**config.mk**
```make
export PLATFORM = sky130hd
export DESIGN_NAME = ccc_top
export DESIGN_NICKNAME = d
export VERILOG_FILES = /design/src/design/ccc_pkg.sv /design/src/design/ccc_bus_pkg.sv /design/src/design/ccc_sequencer.sv /design/src/design/ccc_get_responder.sv /design/src/design/ccc_set_handler.sv /design/src/design/ccc_top.sv
export VERILOG_INCLUDE_DIRS = /design/src /design/src/design
export SDC_FILE = /design/constraint.sdc
export NUM_CORES = 1
export LEC_CHECK = 0
export ABC_AREA = 0
export ABC_CLOCK_PERIOD_IN_PS = 3770
export BUFFER_PORTS_ARGS = -buffer_cell sky130_fd_sc_hd__buf_2
export CORE_ASPECT_RATIO = 0.7
export CORE_MARGIN = 2
export CORE_UTILIZATION = 40
export DETAILED_ROUTE_END_ITERATION = 6
export GPL_TIMING_DRIVEN = 0
export MAX_ROUTING_LAYER = met4
export PLACE_DENSITY_LB_ADDON = 0.2
export RECOVER_POWER = 100
export SKIP_CTS_REPAIR_TIMING = 1
export SYNTH_ARGS = -nofsm -noshare
export SYNTH_HDL_FRONTEND = slang
export SYNTH_SLANG_ARGS = --single-unit
```
**constraint.sdc**
```tcl
create_clock -name clk_i -period 3.77 [get_ports clk_i]
set_input_delay 0.754 -clock clk_i [delete_from_list [all_inputs] [get_ports clk_i]]
set_output_delay 0.754 -clock clk_i [all_outputs]
set_load 0.01 [all_outputs]
```
**src/design/ccc_consts.svh**
```systemverilog
// CCC command codes, reserved address, GET byte counts and ENEC/DISEC bit positions
`ifndef CCC_CONSTS_SVH
`define CCC_CONSTS_SVH

// Broadcast codes have bit 7 clear, direct codes have it set
`define CCC_BCAST_ENEC      8'h00
`define CCC_DIRECT_ENEC     8'h80
`define CCC_BCAST_DISEC     8'h01
`define CCC_DIRECT_DISEC    8'h81
`define CCC_BCAST_RSTDAA    8'h06
`define CCC_BCAST_SETMWL    8'h09
`define CCC_DIRECT_SETMWL   8'h89
`define CCC_BCAST_SETMRL    8'h0A
`define CCC_DIRECT_SETMRL   8'h8A
`define CCC_DIRECT_GETMWL   8'h8B
`define CCC_DIRECT_GETPID   8'h8D
`define CCC_DIRECT_GETBCR   8'h8E
`define CCC_DIRECT_GETDCR   8'h8F

// Broadcast address, also used to hand over to the next CCC
`define I3C_RSVD_ADDR       7'h7E

// GET response lengths in bytes
`define GET_LEN_BCR         3'd1
`define GET_LEN_MWL         3'd2
`define GET_LEN_PID         3'd6

// Event bits inside an ENEC/DISEC byte
`define EC_IBI_BIT          0
`define EC_CRR_BIT          1
`define EC_HJ_BIT           3

`endif

```
**src/design/ccc_pkg.sv**
```systemverilog
// CCC level types: field widths, sequencer states, SET events and configuration outputs
package ccc_pkg;

  typedef logic [7:0] ccc_code_t;
  typedef logic [6:0] i3c_addr_t;
  typedef logic [7:0] ccc_byte_t;
  // GET bytes still to be sent
  typedef logic [2:0] get_cnt_t;

  typedef enum logic [3:0] {
    st_wait_ccc,
    st_rx_tbit,
    st_rx_byte,
    st_rx_byte_tbit,
    st_rx_addr,
    st_tx_ack,
    st_rx_data,
    st_rx_data_tbit,
    st_tx_data,
    st_tx_data_tbit,
    st_wait_bus,
    st_next_ccc,
    st_done_ccc
  } ccc_state_e;

  typedef struct packed {
    i3c_addr_t sta_addr;
    logic      sta_valid;
    i3c_addr_t dyn_addr;
    logic      dyn_valid;
  } target_addr_t;

  // Sequencer to SET handler, all flags are one-cycle pulses
  typedef struct packed {
    ccc_code_t code;
    logic      cmd_tbit;
    logic      data_valid;
    ccc_byte_t data;
    logic      frame_start;
  } ccc_rx_evt_t;

  typedef struct packed {
    logic        set_mwl;
    logic [15:0] mwl;
    logic        set_mrl;
    logic [15:0] mrl;
    logic [2:0]  enec;
    logic [2:0]  disec;
    logic        rstdaa;
  } ccc_cfg_t;

endpackage

```
**src/design/ccc_bus_pkg.sv**
```systemverilog
// Bus engine request, response and bus condition structs
package ccc_bus_pkg;

  typedef logic [7:0] bus_data_t;

  // One of req_byte or req_bit at a time, held until done
  typedef struct packed {
    logic      req_byte;
    logic      req_bit;
    bus_data_t value;
    logic      sel_od_pp;
  } bus_tx_req_t;

  typedef struct packed {
    logic req_bit;
    logic req_byte;
  } bus_rx_req_t;

  // done is a single-cycle pulse, data valid with it
  typedef struct packed {
    logic      done;
    bus_data_t data;
  } bus_rx_rsp_t;

  typedef struct packed {
    logic rstart_det;
    logic stop_det;
  } bus_evt_t;

endpackage

```
**src/design/ccc_sequencer.sv**
```systemverilog
// CCC frame FSM with command capture, direct address match and bus engine requests
`timescale 1ns/10ps
`include "ccc_consts.svh"

module ccc_sequencer (
  input  logic                     clk_i,
  input  logic                     rst_ni,
  input  ccc_pkg::ccc_code_t       ccc_i,
  input  logic                     ccc_valid_i,
  input  ccc_bus_pkg::bus_evt_t    bus_evt_i,
  input  ccc_bus_pkg::bus_rx_rsp_t bus_rx_i,
  input  logic                     bus_tx_done_i,
  input  ccc_pkg::target_addr_t    target_addr_i,
  input  ccc_pkg::ccc_byte_t       get_byte_i,
  input  logic                     get_last_i,
  output ccc_bus_pkg::bus_rx_req_t bus_rx_req_o,
  output ccc_bus_pkg::bus_tx_req_t bus_tx_req_o,
  output logic                     get_load_o,
  output logic                     get_next_o,
  output ccc_pkg::ccc_code_t       ccc_code_o,
  output ccc_pkg::ccc_rx_evt_t     rx_evt_o,
  output logic                     done_o,
  output logic                     next_ccc_o
);
  import ccc_pkg::*;

  ccc_state_e state_q;
  ccc_state_e state_d;
  ccc_code_t  code_q;
  i3c_addr_t  addr_q;
  logic       rnw_q;
  ccc_byte_t  rx_data_q;
  logic       last_sent_q;
  logic       is_direct;
  logic       addr_rsvd;
  logic       addr_ours;
  logic       addr_ack;
  logic       ccc_accept;
  logic       addr_done;

  // Bit 7 of the code marks a direct CCC
  assign is_direct  = code_q[7];
  assign ccc_accept = (state_q == st_wait_ccc) && ccc_valid_i;
  assign addr_done  = (state_q == st_rx_addr) && bus_rx_i.done;
  assign addr_rsvd  = (addr_q == `I3C_RSVD_ADDR);
  assign addr_ours  = (target_addr_i.sta_valid && (addr_q == target_addr_i.sta_addr)) ||
                      (target_addr_i.dyn_valid && (addr_q == target_addr_i.dyn_addr));
  assign addr_ack   = addr_rsvd || addr_ours;

  always_ff @(posedge clk_i or negedge rst_ni) begin
    if (!rst_ni) begin
      code_q      <= '0;
      addr_q      <= '0;
      rnw_q       <= 1'b0;
      last_sent_q <= 1'b0;
    end else begin
      if (ccc_accept) begin
        code_q <= ccc_i;
        // No direct address yet in a new frame
        addr_q <= '0;
      end
      if (addr_done) begin
        addr_q <= bus_rx_i.data[7:1];
        rnw_q  <= bus_rx_i.data[0];
      end
      // Remember whether the byte just sent closes the response
      if ((state_q == st_tx_data) && bus_tx_done_i) begin
        last_sent_q <= get_last_i;
      end
    end
  end

  always_ff @(posedge clk_i) begin
    if ((state_q == st_rx_data) && bus_rx_i.done) begin
      rx_data_q <= bus_rx_i.data;
    end
  end

  // Stop ends the CCC from any state
  always_ff @(posedge clk_i or negedge rst_ni) begin
    if (!rst_ni) begin
      state_q <= st_wait_ccc;
    end else if (bus_evt_i.stop_det) begin
      state_q <= st_done_ccc;
    end else begin
      state_q <= state_d;
    end
  end

  always_comb begin
    state_d = state_q;
    case (state_q)
      st_wait_ccc:     if (ccc_valid_i) state_d = st_rx_tbit;
      st_rx_tbit:      if (bus_rx_i.done) state_d = is_direct ? st_rx_byte : st_rx_data;
      st_rx_byte: begin
        if (bus_evt_i.rstart_det) state_d = st_rx_addr;
        else if (bus_rx_i.done) state_d = st_rx_byte_tbit;
      end
      st_rx_byte_tbit: if (bus_rx_i.done) state_d = st_rx_byte;
      st_rx_addr:      if (bus_rx_i.done) state_d = st_tx_ack;
      st_tx_ack: begin
        if (bus_tx_done_i) begin
          if (addr_rsvd) state_d = st_next_ccc;
          else if (addr_ours && rnw_q) state_d = st_tx_data;
          else if (addr_ours) state_d = st_rx_data;
          else state_d = st_wait_bus;
        end
      end
      st_rx_data: begin
        if (bus_evt_i.rstart_det) state_d = st_rx_addr;
        else if (bus_rx_i.done) state_d = st_rx_data_tbit;
      end
      st_rx_data_tbit: if (bus_rx_i.done) state_d = st_rx_data;
      st_tx_data: begin
        if (bus_evt_i.rstart_det) state_d = st_rx_addr;
        else if (bus_tx_done_i) state_d = st_tx_data_tbit;
      end
      st_tx_data_tbit: if (bus_tx_done_i) state_d = last_sent_q ? st_wait_bus : st_tx_data;
      st_wait_bus:     if (bus_evt_i.rstart_det) state_d = st_rx_addr;
      st_next_ccc:     state_d = st_wait_ccc;
      st_done_ccc:     state_d = st_wait_ccc;
      default:         state_d = st_wait_ccc;
    endcase
  end

  always_comb begin
    bus_rx_req_o = '0;
    bus_tx_req_o = '0;
    case (state_q)
      st_rx_tbit, st_rx_byte_tbit, st_rx_data_tbit: bus_rx_req_o.req_bit = 1'b1;
      st_rx_byte, st_rx_addr, st_rx_data:           bus_rx_req_o.req_byte = 1'b1;
      // ACK is driven open drain, 0 acknowledges
      st_tx_ack: begin
        bus_tx_req_o.req_bit = 1'b1;
        bus_tx_req_o.value   = {7'd0, !addr_ack};
      end
      st_tx_data: begin
        bus_tx_req_o.req_byte  = 1'b1;
        bus_tx_req_o.value     = get_byte_i;
        bus_tx_req_o.sel_od_pp = 1'b1;
      end
      // T-bit 1 means more bytes follow
      st_tx_data_tbit: begin
        bus_tx_req_o.req_bit   = 1'b1;
        bus_tx_req_o.value     = {7'd0, !last_sent_q};
        bus_tx_req_o.sel_od_pp = 1'b1;
      end
      default: begin
      end
    endcase
  end

  assign get_load_o = (state_q == st_tx_ack);
  assign get_next_o = (state_q == st_tx_data) && bus_tx_done_i;
  assign ccc_code_o = code_q;
  assign done_o     = (state_q == st_done_ccc);
  assign next_ccc_o = (state_q == st_next_ccc);

  // SET data from a frame addressed to 7'h7E is dropped
  assign rx_evt_o.code        = code_q;
  assign rx_evt_o.cmd_tbit    = (state_q == st_rx_tbit) && bus_rx_i.done;
  assign rx_evt_o.data_valid  = (state_q == st_rx_data_tbit) && bus_rx_i.done && !addr_rsvd;
  assign rx_evt_o.data        = rx_data_q;
  assign rx_evt_o.frame_start = ccc_accept || addr_done;

endmodule

```
**src/design/ccc_get_responder.sv**
```systemverilog
// GET response byte counter and MSB-first byte selector
`timescale 1ns/10ps
`include "ccc_consts.svh"

module ccc_get_responder (
  input  logic               clk_i,
  input  logic               rst_ni,
  input  ccc_pkg::ccc_code_t code_i,
  input  logic               load_i,
  input  logic               next_i,
  input  ccc_pkg::ccc_byte_t get_bcr_i,
  input  ccc_pkg::ccc_byte_t get_dcr_i,
  input  logic [15:0]        get_mwl_i,
  input  logic [47:0]        get_pid_i,
  output ccc_pkg::ccc_byte_t byte_o,
  output logic               last_o
);
  import ccc_pkg::*;

  get_cnt_t        cnt_q;
  get_cnt_t        get_len;
  get_cnt_t        byte_idx;
  ccc_byte_t [1:0] mwl_bytes;
  ccc_byte_t [5:0] pid_bytes;

  assign mwl_bytes = get_mwl_i;
  assign pid_bytes = get_pid_i;
  // Highest byte goes out first
  assign byte_idx  = cnt_q - 3'd1;

  always_comb begin
    case (code_i)
      `CCC_DIRECT_GETBCR, `CCC_DIRECT_GETDCR: get_len = `GET_LEN_BCR;
      `CCC_DIRECT_GETMWL:                     get_len = `GET_LEN_MWL;
      `CCC_DIRECT_GETPID:                     get_len = `GET_LEN_PID;
      default:                                get_len = '0;
    endcase
  end

  always_ff @(posedge clk_i or negedge rst_ni) begin
    if (!rst_ni) begin
      cnt_q <= '0;
    end else if (load_i) begin
      cnt_q <= get_len;
    end else if (next_i && (cnt_q != '0)) begin
      cnt_q <= cnt_q - 3'd1;
    end
  end

  always_comb begin
    byte_o = '0;
    if ((cnt_q != '0) && (cnt_q <= get_len)) begin
      case (code_i)
        `CCC_DIRECT_GETBCR: byte_o = get_bcr_i;
        `CCC_DIRECT_GETDCR: byte_o = get_dcr_i;
        `CCC_DIRECT_GETMWL: byte_o = mwl_bytes[byte_idx[0]];
        `CCC_DIRECT_GETPID: byte_o = pid_bytes[byte_idx];
        default:            byte_o = '0;
      endcase
    end
  end

  assign last_o = (cnt_q == 3'd1);

endmodule

```
**src/design/ccc_set_handler.sv**
```systemverilog
// SET payload decoding into registered configuration outputs
`timescale 1ns/10ps
`include "ccc_consts.svh"

module ccc_set_handler (
  input  logic                 clk_i,
  input  logic                 rst_ni,
  input  ccc_pkg::ccc_rx_evt_t rx_evt_i,
  output ccc_pkg::ccc_cfg_t    cfg_o
);
  import ccc_pkg::*;

  logic [1:0] byte_cnt_q;
  ccc_cfg_t   cfg_q;
  logic       is_mwl;
  logic       is_mrl;
  logic       is_enec;
  logic       is_disec;
  logic       hi_byte;
  logic       lo_byte;
  logic [2:0] ec_bits;

  assign is_mwl   = rx_evt_i.code inside {`CCC_BCAST_SETMWL, `CCC_DIRECT_SETMWL};
  assign is_mrl   = rx_evt_i.code inside {`CCC_BCAST_SETMRL, `CCC_DIRECT_SETMRL};
  assign is_enec  = rx_evt_i.code inside {`CCC_BCAST_ENEC, `CCC_DIRECT_ENEC};
  assign is_disec = rx_evt_i.code inside {`CCC_BCAST_DISEC, `CCC_DIRECT_DISEC};

  // Byte 0 is the high byte of a 16-bit length
  assign hi_byte  = rx_evt_i.data_valid && (byte_cnt_q == 2'd0);
  assign lo_byte  = rx_evt_i.data_valid && (byte_cnt_q == 2'd1);
  assign ec_bits  = {rx_evt_i.data[`EC_HJ_BIT], rx_evt_i.data[`EC_CRR_BIT],
                     rx_evt_i.data[`EC_IBI_BIT]};

  // Saturates, only the first two bytes matter
  always_ff @(posedge clk_i or negedge rst_ni) begin
    if (!rst_ni) begin
      byte_cnt_q <= '0;
    end else if (rx_evt_i.frame_start) begin
      byte_cnt_q <= '0;
    end else if (rx_evt_i.data_valid && (byte_cnt_q != 2'd3)) begin
      byte_cnt_q <= byte_cnt_q + 2'd1;
    end
  end

  always_ff @(posedge clk_i or negedge rst_ni) begin
    if (!rst_ni) begin
      cfg_q <= '0;
    end else begin
      // Strobes last one cycle
      cfg_q.set_mwl <= is_mwl && lo_byte;
      cfg_q.set_mrl <= is_mrl && lo_byte;
      cfg_q.rstdaa  <= rx_evt_i.cmd_tbit && (rx_evt_i.code == `CCC_BCAST_RSTDAA);
      if (is_mwl && hi_byte) cfg_q.mwl[15:8] <= rx_evt_i.data;
      if (is_mwl && lo_byte) cfg_q.mwl[7:0] <= rx_evt_i.data;
      if (is_mrl && hi_byte) cfg_q.mrl[15:8] <= rx_evt_i.data;
      if (is_mrl && lo_byte) cfg_q.mrl[7:0] <= rx_evt_i.data;
      if (is_enec && hi_byte) cfg_q.enec <= ec_bits;
      if (is_disec && hi_byte) cfg_q.disec <= ec_bits;
    end
  end

  assign cfg_o = cfg_q;

endmodule

```
**src/design/ccc_top.sv**
```systemverilog
// CCC handler top level joining sequencer, GET responder and SET handler
`timescale 1ns/10ps

module ccc_top (
  input  logic                     clk_i,
  input  logic                     rst_ni,
  input  ccc_pkg::ccc_code_t       ccc_i,
  input  logic                     ccc_valid_i,
  input  ccc_bus_pkg::bus_evt_t    bus_evt_i,
  input  ccc_bus_pkg::bus_rx_rsp_t bus_rx_i,
  input  logic                     bus_tx_done_i,
  input  ccc_pkg::target_addr_t    target_addr_i,
  input  ccc_pkg::ccc_byte_t       get_bcr_i,
  input  ccc_pkg::ccc_byte_t       get_dcr_i,
  input  logic [15:0]              get_mwl_i,
  input  logic [47:0]              get_pid_i,
  output ccc_bus_pkg::bus_rx_req_t bus_rx_req_o,
  output ccc_bus_pkg::bus_tx_req_t bus_tx_req_o,
  output logic                     done_o,
  output logic                     next_ccc_o,
  output ccc_pkg::ccc_cfg_t        cfg_o
);
  import ccc_pkg::*;

  ccc_code_t   ccc_code;
  ccc_byte_t   get_byte;
  logic        get_last;
  logic        get_load;
  logic        get_next;
  ccc_rx_evt_t rx_evt;

  ccc_sequencer u_sequencer (
    .clk_i         (clk_i),
    .rst_ni        (rst_ni),
    .ccc_i         (ccc_i),
    .ccc_valid_i   (ccc_valid_i),
    .bus_evt_i     (bus_evt_i),
    .bus_rx_i      (bus_rx_i),
    .bus_tx_done_i (bus_tx_done_i),
    .target_addr_i (target_addr_i),
    .get_byte_i    (get_byte),
    .get_last_i    (get_last),
    .bus_rx_req_o  (bus_rx_req_o),
    .bus_tx_req_o  (bus_tx_req_o),
    .get_load_o    (get_load),
    .get_next_o    (get_next),
    .ccc_code_o    (ccc_code),
    .rx_evt_o      (rx_evt),
    .done_o        (done_o),
    .next_ccc_o    (next_ccc_o)
  );

  ccc_get_responder u_get_responder (
    .clk_i     (clk_i),
    .rst_ni    (rst_ni),
    .code_i    (ccc_code),
    .load_i    (get_load),
    .next_i    (get_next),
    .get_bcr_i (get_bcr_i),
    .get_dcr_i (get_dcr_i),
    .get_mwl_i (get_mwl_i),
    .get_pid_i (get_pid_i),
    .byte_o    (get_byte),
    .last_o    (get_last)
  );

  ccc_set_handler u_set_handler (
    .clk_i    (clk_i),
    .rst_ni   (rst_ni),
    .rx_evt_i (rx_evt),
    .cfg_o    (cfg_o)
  );

endmodule

```
==> run_results.csv, run 1 <==
group,metric,value,unit
outcome,status,"complete, but fails checks",
outcome,violations,"capacitance limit, slew limit, setup timing",
timing,max_freq,0.259,GHz
layout,fin_nets,705,
clock_network,clk_pin_slew,60,ps
clock_network,cts_buffer_depth,2,
grt,grt_max_degree,68,
timing,min_period,3860,ps
grt,grtUsageTotal,21.8,%
setup_path,worstPathRequired,3020,ps
timing,maxSlewHeadroom,-8.65,%
synthesis,synthMuxAreaShare,19.0,%
grt,grt_pass1_wl,19300,um
pwr,max-vdd-ir-drop,280,uV
timing,finalSetupViolCount,3,
synthesis,synth-adder-area-share,2.59,%
placed_design,portBuffers,174,
synthesis,postSynthAreaPerCell,11.2,um2
pwr,p_int,2.10,mW
run,maxCapViolations,1,
worst_hold_path,min_path_cells,1,
grt,grt_overflow,0,
synthesis,synth_area_leader_cell,"dfrtp_1",
setup_path,rr_endpoint,"u_set_handler.cfg_o[30]",
grt,antenna_found_initial,0,
layout,syn_to_final_growth,30.8,%
synthesis,synth-simple-area-share,16.0,%
timing,worst_slack,-93.0,ps
route,routed_via_density,5.34,
setup_path,arrival,3110,ps
route,drtAntennaViolNets,0,
timing,hold_viol,0,
placed_design,finalWeightedCongestion,0.847,
synthesis,synth-main-ff-cell,"dfrtp_1",
layout,regArea,0.00192,mm2
setup_path,worst-r2r-setup-slack,940,ps
grt,first_global_vias,3842,
route,via_count,3813,
timing,skew,11.6,ps
pwr,power_frac_seq,33.0,%
setup_path,crit_fanout,4,
synthesis,yosysWarnings,0,
layout,multiInputGateArea,0.00229,mm2
floorplan,start_util,41.5,%
timing,worst_pin_slew,1630,ps
layout,fin_util,54.2,%
route,first_iter_violations,131,
synthesis,netlist_instances,386,
pwr,p_per_area,575,mW/mm2
floorplan,rows,31,
layout,final.fill_count,976,
route,first_pass_iters,4,
synthesis,synth_edf_count,8,
floorplan,die_x,129,um
synthesis,synth_area_leaders,"dfrtp_1 39%, mux2_2 11%, edfxtp_1 5.5%",
timing,tns,-153,ps
timing,holdWs,497,ps
worst_hold_path,min_from,"u_set_handler.cfg_o[4]",
synthesis,yosysUniqueCellTypes,70,
synthesis,synth_top_family_by_area,"multiplexers",
setup_path,setup.worst_path.start,"u_sequencer.ccc_code_o[7]",
synthesis,synth_xor_area_share,4.01,%
synthesis,ys_async_sr_fraction,89.3,%
floorplan,core-area,0.0105,mm2
setup_path,ff2ff_path_depth,7,
setup_path,end_kind,"output pin",
synthesis,synth_top_area_share,38.6,%
layout,drive_gt1_share,37.3,%
pwr,power.share.clock,28.5,%
setup_path,worstSetupStartpointType,"flip-flop",
clock_network,ctsHtreeMaxLevel,3,
pwr,p_leak,2.61,nW
worst_hold_path,hold_class,"flip-flop to flip-flop",
route,post-route-drc-count,0,
layout,finalNonFillerCells,714,
setup_path,worstSetupPathType,"flip-flop to output pin",
clock_network,cts_tree,"yes",
synthesis,synth_nets,514,
clock_network,cts_buffers,9,
clock_network,cts.sinks,75,
timing,period_share,102,%
clock_network,cts_root_buf,"clkbuf_16",
pwr,switching_share,35.7,%
timing,slew_viol_final,68,
synthesis,yosys_register_bits,75,
setup_path,reg2reg_from,"u_sequencer.state_q[3]",
pwr,p_switching,1.17,mW
floorplan,io_pins,175,
pwr,pwr-share-comb,38.5,%
floorplan,die_h,91.2,um
synthesis,yosysSeqAreaShare,44.1,%
route,routed_wl,12200,um
timing,rsz0062_at_grt,"true",
placed_design,place_hpwl,9650,um
synthesis,synth-compound-area-share,11.1,%
worst_hold_path,min_to,"u_set_handler.cfg_o[4]",
layout,n_antenna_cell,0,
clock_network,clk_latency,340,ps
synthesis,synth_area,0.00434,mm2
placed_design,placed_cells,692,
route,wl_per_cell,17.1,um
floorplan,die-area,0.0117,mm2
layout by cell type, fill, tap and decap left out, drive strengths merged, types with 11 or more instances in the layout:
| master | count |
|---|---|
| nor3 | 17 |
| nor2 | 25 |
| inv | 14 |
| dfrtp | 67 |
| a21oi | 14 |
| buf | 128 |
| xnor2 | 12 |
| mux2i | 11 |
| nand2 | 40 |
| clkbuf | 76 |
| mux2 | 47 |
synth_stat cells (all sizes together) (2+ instances only):
cell type and n:
and4 2, nor4 3, nand2 40, dfrtp 67, nor3 17, o32ai 2, nand3 4, nor2 25
nor2b 4, or3 3, a2111oi 2, inv 12, a22oi 8, or4b 2, edfxtp 8, o21ai 9
nand4 6, and2 4, xor2 7, mux4 8, and3 2, buf 8, a21oi 14, clkbuf 7
a32oi 2, xnor2 12, a211oi 3, nand2b 8, a22o 7, ha 9, mux2i 11, mux2 47
nor4b 2, a221oi 7
sequential cells by signal (all words and copies together) (netlist names):
name and flops:
u_sequencer.addr_q 7, u_sequencer.rx_data_q 8, u_sequencer.last_sent_q 1, u_set_handler.cfg_o 41, u_set_handler.byte_cnt_q 2, u_sequencer.ccc_code_o 8, u_get_responder.cnt_q 3, u_sequencer.rnw_q 1
u_sequencer.state_q 4
critical path: stages (launching register included):
cell and delay, ps:
dfrtp_1 450, or4b_4 530, or3b_1 380, buf_6 140, and2_4 170, ha_4 240
nand3_2 80, o21ai_2 60, o21ai_2 220, a21oi_2 90, a311o_1 280, buf_2 140
worst max-delay path by stage:
| stage | end | slack [ps] | cells past startpoint |
|---|---|---|---|
| after global routing | bus_tx_req_o[1] | -170 | 11 |
| after detailed placement | bus_tx_req_o[1] | -150 | 11 |
| final | bus_tx_req_o[1] | -90 | 11 |
| after CTS | bus_tx_req_o[1] | -520 | 11 |
| after global placement | bus_tx_req_o[1] | -80 | 11 |
| after floorplan | bus_tx_req_o[1] | 290 | 10 |
through the flow:
| step | power (mW) | instance area, um2 | setup slack, ps |
|---|---|---|---|
| 2_1_floorplan | 1.98 | 4340 | 292 |
| 3_3_place_gp | 2.29 | 5380 | -84.9 |
| 3_5_place_dp | 2.32 | 5380 | -148 |
| 4_1_cts | 3.26 | 5700 | -515 |
| 5_1_grt | 3.46 | 5680 | -173 |
| 6_report | 3.26 | 5680 | -93.0 |
logic make-up after synthesis:
| family | count (synthesis) |
|---|---|
| simple gates | 126 |
| flops | 75 |
| mux | 66 |
| compound gates | 64 |
| buf+inv | 27 |
| xor+xnor | 19 |
| fa+ha+maj | 9 |
power groups by stage:
| stage | Clock [mW] | Combinational [mW] | Sequential [mW] |
|---|---|---|---|
| 6_report | 0.929 | 1.26 | 1.08 |
| 5_1_grt | 0.980 | 1.38 | 1.10 |
| 4_1_cts | 0.946 | 1.24 | 1.07 |
| 3_5_place_dp | 0 | 1.24 | 1.08 |
| 3_3_place_gp | 0 | 1.21 | 1.08 |
| 2_1_floorplan | 0 | 0.937 | 1.04 |
layer usage:
layer / global-route usage [%] / share of wire [%]
met1: 28.8 / 46
met2: 35.0 / 47
met3: 4.54 / 6.3
met4: 4.53 / 0.81
met5: - / 0
layout make-up:
cell class,instances,area share (%)
Tap cell,132,2.91
Clock buffer,9,3.97
Timing Repair Buffer,180,14.9
Multi-Input combinational cell,284,40.4
Clock inverter,7,1.74
Buffer,15,1.56
Inverter,12,0.793
Sequential cell,75,33.8
(Power assumes the default switching activity.)
==> run 2: changes to the inputs <==
- ABC_CLOCK_PERIOD_IN_PS: 3770 -> 4500
- clock period: 3.77 -> 4.5 ns (I/O delays scaled with it)
==> run 2 against run 1 <==
Net effect: the flow finishes with violations (capacitance limit, slew limit); total power shrank 17%; cell count fell by 0.56%; sequential share of layout area increased by 0.45 points; combinational power shrank 19%; flip-flop and latch count is the same; sequential power decreased by 17%; core utilization down 0.72 points; setup slack gained 310 ps; via count is 0.50% lower.
==> run_results.csv, run 2 (synthesized netlist as in run 1, its figures left out) <==
group,metric,value,unit
timing,slew_viol_final,68,
pwr,max-vdd-ir-drop,234,uV
setup_path,cpMaxStageDelayCell,"or4b_4",
layout,final.fill_count,985,
timing,rsz0062_at_grt,"false",
timing,period_share,95.3,%
floorplan,die-area,0.0117,mm2
setup_path,end_kind,"output pin",
setup_path,ff2ff_path_depth,7,
floorplan,start_util,41.5,%
route,drtAntennaViolNets,0,
setup_path,cp_slowest_stage_delay,540,ps
route,wl_per_cell,17.1,um
timing,worst_pin_slew,1640,ps
grt,grtUsageTotal,21.8,%
timing,maxSlewHeadroom,-9.62,%
floorplan,io_pins,175,
timing,max_freq,0.233,GHz
floorplan,core-area,0.0105,mm2
setup_path,worstSetupStartpointType,"flip-flop",
timing,finalSetupViolCount,0,
timing,skew,11.5,ps
setup_path,crit_fanout,8,
pwr,p_leak,2.57,nW
grt,grt_max_degree,68,
route,via_count,3794,
timing,holdWs,498,ps
worst_hold_path,min_path_cells,1,
clock_network,cts_root_buf,"clkbuf_16",
floorplan,die_x,129,um
setup_path,arrival,3390,ps
floorplan,rows,31,
worst_hold_path,hold_class,"flip-flop to flip-flop",
grt,grt_pass1_wl,19300,um
timing,tns,0,ps
layout,drive_gt1_share,35.5,%
clock_network,clk_latency,340,ps
pwr,p_per_area,482,mW/mm2
route,first_pass_iters,4,
layout,final_cell_mix,"116 x buf_2, 67 x clkbuf_1, 67 x dfrtp_1",
setup_path,crit_chain,"or4b_4 -> or3b_1 -> buf_6 -> and2_2 -> ha_1 -> a211oi_1 -> o21ai_2 -> buf_4 -> nor3_1 -> clkbuf_1",
grt,grt_overflow,0,
clock_network,cts_buffers,9,
layout,n_antenna_cell,0,
timing,hold_viol,0,
setup_path,crit_family,"simple AND/OR/NAND/NOR gates",
outcome,violations,"capacitance limit, slew limit",
timing,min_period,4290,ps
worst_hold_path,min_from,"u_set_handler.cfg_o[4]",
layout,syn_to_final_growth,29.1,%
setup_path,worstPathRequired,3600,ps
placed_design,portBuffers,174,
setup_path,rr_endpoint,"u_set_handler.cfg_o[30]",
clock_network,cts_buffer_depth,2,
floorplan,die_h,91.2,um
route,first_iter_violations,153,
clock_network,ctsHtreeMaxLevel,3,
outcome,status,"complete, but fails checks",
setup_path,worst-r2r-setup-slack,1670,ps
placed_design,place_hpwl,9650,um
setup_path,path_buf_inv,3,
clock_network,cts.sinks,75,
grt,antenna_found_initial,0,
worst_hold_path,min_to,"u_set_handler.cfg_o[4]",
clock_network,clk_pin_slew,60,ps
setup_path,worstSetupPathType,"flip-flop to output pin",
grt,first_global_vias,3842,
route,post-route-drc-count,0,
layout,fin_nets,701,
layout,layout_commonest_cell,"buf_2",
clock_network,cts_tree,"yes",
setup_path,reg2reg_from,"u_sequencer.state_q[3]",
route,routed_via_density,5.34,
layout,multiInputGateArea,0.00225,mm2
route,routed_wl,12100,um
placed_design,finalWeightedCongestion,0.847,
run,maxCapViolations,1,
layout,regArea,0.00192,mm2
layout,largest_reg_flops,41,
## run 2: worst max path at each step
| stage | start | endpoint | slack (ps) | cells past startpoint |
|---|---|---|---|---|
| after detailed placement | u_sequencer.ccc_code_o[5] | bus_tx_req_o[1] | 440 | 11 |
| after global placement | u_sequencer.ccc_code_o[5] | bus_tx_req_o[1] | 500 | 11 |
| final | u_sequencer.ccc_code_o[7] | bus_tx_req_o[7] | 210 | 10 |
| after floorplan | u_sequencer.ccc_code_o[5] | bus_tx_req_o[1] | 880 | 10 |
| after CTS | u_sequencer.ccc_code_o[5] | bus_tx_req_o[1] | 70 | 11 |
| after global routing | u_sequencer.ccc_code_o[5] | bus_tx_req_o[3] | 60 | 10 |
## run 2: report_power, final
| part | leakage [nW] | switching (mW) | internal [mW] |
|---|---|---|---|
| sequential | 0.974 | 0.121 | 0.779 |
| clock | 0.158 | 0.290 | 0.489 |
| combinational | 1.44 | 0.550 | 0.473 |
## run 2: metrics by stage
step           worst slack [ps]  power, mW  util [%]  cell area, um2  instances
2_1_floorplan               876       1.66         -            4340        386
3_3_place_gp                499       1.92      51.4            5380        692
3_5_place_dp                436       1.95      51.4            5380        692
4_1_cts                    68.6       2.73      54.5            5700        708
5_1_grt                    58.4       2.86      53.5            5600        710
6_report                    212       2.70      53.5            5600        710
## run 2: cell type report
type / instances / area share (%)
Buffer: 15 / 1.59
Clock buffer: 9 / 4.02
Clock inverter: 7 / 1.76
Inverter: 12 / 0.804
Multi-Input combinational cell: 284 / 40.2
Sequential cell: 75 / 34.2
Tap cell: 132 / 2.95
Timing Repair Buffer: 176 / 14.4
## run 2: routing by layer
layer	share of wire, %	GRT usage (%)	vias up
li1	-	-	1806
met1	46	28.8	1842
met2	47	35.0	134
met3	6.4	4.54	12
met4	0.98	4.53	0
met5	0	-	-
==> run 3: changes to the inputs <==
- BUFFER_PORTS_ARGS: -buffer_cell sky130_fd_sc_hd__buf_2 -> -buffer_cell sky130_fd_sc_hd__buf_4
- CORE_UTILIZATION: 40 -> 50
- REMOVE_ABC_BUFFERS: unset -> 1
==> run 3 against run 2 <==
Net effect: the run still ends with capacitance limit, slew limit left; total power is 0.77% higher; sequential power is 11% higher; largest cell class unchanged; flip-flop and latch count stayed put; critical endpoint unchanged; clock-buffer cell count is 1 higher; hold slack better by 1.1 ps; largest power group is now registers; combinational power is 11% lower; design area is 3.8% higher.
==> run_results.csv, run 3 (synthesized netlist as in run 1, its figures left out) <==
group,metric,value,unit
timing,worst_pin_slew,1640,ps
floorplan,io_pins,175,
route,wl_per_cell,17.5,um
pwr,p_per_area,468,mW/mm2
route,routed_via_density,5.56,
setup_path,worstSetupPathType,"flip-flop to output pin",
floorplan,start_util,51.4,%
placed_design,placed_cells,665,
worst_hold_path,hold_class,"flip-flop to flip-flop",
layout,fin_nets,685,
layout,drive_gt1_share,35.9,%
timing,rsz0062_at_grt,"false",
layout,multiInputGateArea,0.00225,mm2
timing,skew,10.8,ps
route,first_pass_iters,4,
timing,slew_viol_final,68,
grt,first_global_vias,3745,
grt,grt_max_degree,68,
pwr,power.total,2.72,mW
layout,final_cell_mix,"114 x buf_4, 66 x dfrtp_1, 56 x clkbuf_1",
grt,grt_overflow,0,
floorplan,die-area,0.00946,mm2
floorplan,rows,28,
grt,grtUsageTotal,25.9,%
route,via_count,3791,
timing,period_share,96.0,%
outcome,violations,"capacitance limit, slew limit",
clock_network,clk_latency,330,ps
layout,finalNonFillerCells,682,
layout,largest_reg_flops,41,
placed_design,place_ws,-63.4,ps
placed_design,portBuffers,174,
timing,worst_slack,179,ps
timing,min_period,4320,ps
clock_network,cts.sinks,75,
placed_design,finalWeightedCongestion,0.942,
clock_network,clk_pin_slew,60,ps
route,post-route-drc-count,0,
clock_network,cts_tree,"yes",
route,drtAntennaViolNets,0,
run,maxCapViolations,1,
layout,syn_to_final_growth,33.9,%
layout,layout_commonest_cell,"buf_4",
timing,hold_viol,0,
pwr,max-vdd-ir-drop,233,uV
floorplan,die_x,115,um
floorplan,die_h,82.0,um
route,first_iter_violations,209,
clock_network,cts_buffers,9,
pwr,p_leak,2.62,nW
layout,regArea,0.00192,mm2
placed_design,place_hpwl,9060,um
timing,maxSlewHeadroom,-9.03,%
timing,finalSetupViolCount,0,
clock_network,cts_buffer_depth,2,
grt,antenna_found_initial,0,
setup_path,worstSetupStartpointType,"flip-flop",
clock_network,ctsHtreeMaxLevel,3,
setup_path,worstPathRequired,3600,ps
setup_path,end_kind,"output pin",
grt,grt_pass1_wl,18300,um
floorplan,core-area,0.00844,mm2
timing,max_freq,0.231,GHz
route,routed_wl,12000,um
outcome,status,"complete, but fails checks",
clock_network,cts_root_buf,"clkbuf_16",
setup_path,crit_fanout,8,
layout,n_antenna_cell,0,
setup_path,arrival,3420,ps
layout,final.fill_count,690,
-- run 3: changes by cell type in the layout (fill, tap and decap cells not counted), moves of 2 or more --
cell      delta
clkbuf_4     +4
buf_2      -116
buf_6        -2
buf_4      +113
clkbuf_1    -11
inv_6        -2
-- run 3: layout make-up --
| class | instances | area share (%) |
|---|---|---|
| Clock buffer | 10 | 3.94 |
| Timing Repair Buffer | 175 | 19.0 |
| Sequential cell | 75 | 33.0 |
| Tap cell | 120 | 2.58 |
| Clock inverter | 6 | 1.98 |
| Multi-Input combinational cell | 284 | 38.7 |
| Inverter | 12 | 0.775 |
-- run 3: worst paths after layout --
check                      slack [ps]                  endpoint                       from  cells past startpoint
hold reg to reg                   500    u_set_handler.cfg_o[5]     u_set_handler.cfg_o[5]                      1
hold / removal                    500    u_set_handler.cfg_o[5]     u_set_handler.cfg_o[5]                      1
min in group asynchronous         990    u_set_handler.cfg_o[8]                     rst_ni                      1
setup / recovery                  180           bus_tx_req_o[7]  u_sequencer.ccc_code_o[5]                      9
max in group asynchronous        2320  u_get_responder.cnt_q[0]                     rst_ni                      1
setup reg to reg                 1520   u_set_handler.cfg_o[14]     u_sequencer.state_q[2]                      6
-- run 3: per-layer routing --
metal | vias to the layer above | share of wire [%] | global-route usage [%]
li1 | 1775 | - | -
met1 | 1856 | 44 | 33.8
met2 | 152 | 48 | 42.3
met3 | 8 | 7.3 | 4.58
met4 | 0 | 0.49 | 6.63
met5 | - | 0 | -
-- run 3: power by group --
group          leakage [nW]  internal (mW)  total [mW]  switching, mW
Sequential            0.973          0.781       0.998          0.217
Clock                 0.163          0.543       0.816          0.273
Combinational          1.49          0.464       0.909          0.445
-- run 3: critical path, stage by stage (launching register included) --
cell and delay [ps]:
dfrtp_1 390, or4b_4 580, or3b_1 580, and2_2 300, ha_1 310, a211oi_1 270
o21ai_2 100, buf_4 190, nor3_1 190, clkbuf_1 200
-- run 3: stage by stage --
stage               area (um2)  hold WS, ps  util [%]  setup TNS (ps)
floorplan                 4250          470         -               0
global placement          5710          480      67.6           -1.52
detailed placement        5710          490      67.6           -63.4
CTS                       6050          504      71.7           -1360
global route              5820          518      68.9               0
finish                    5820          499      68.9               0
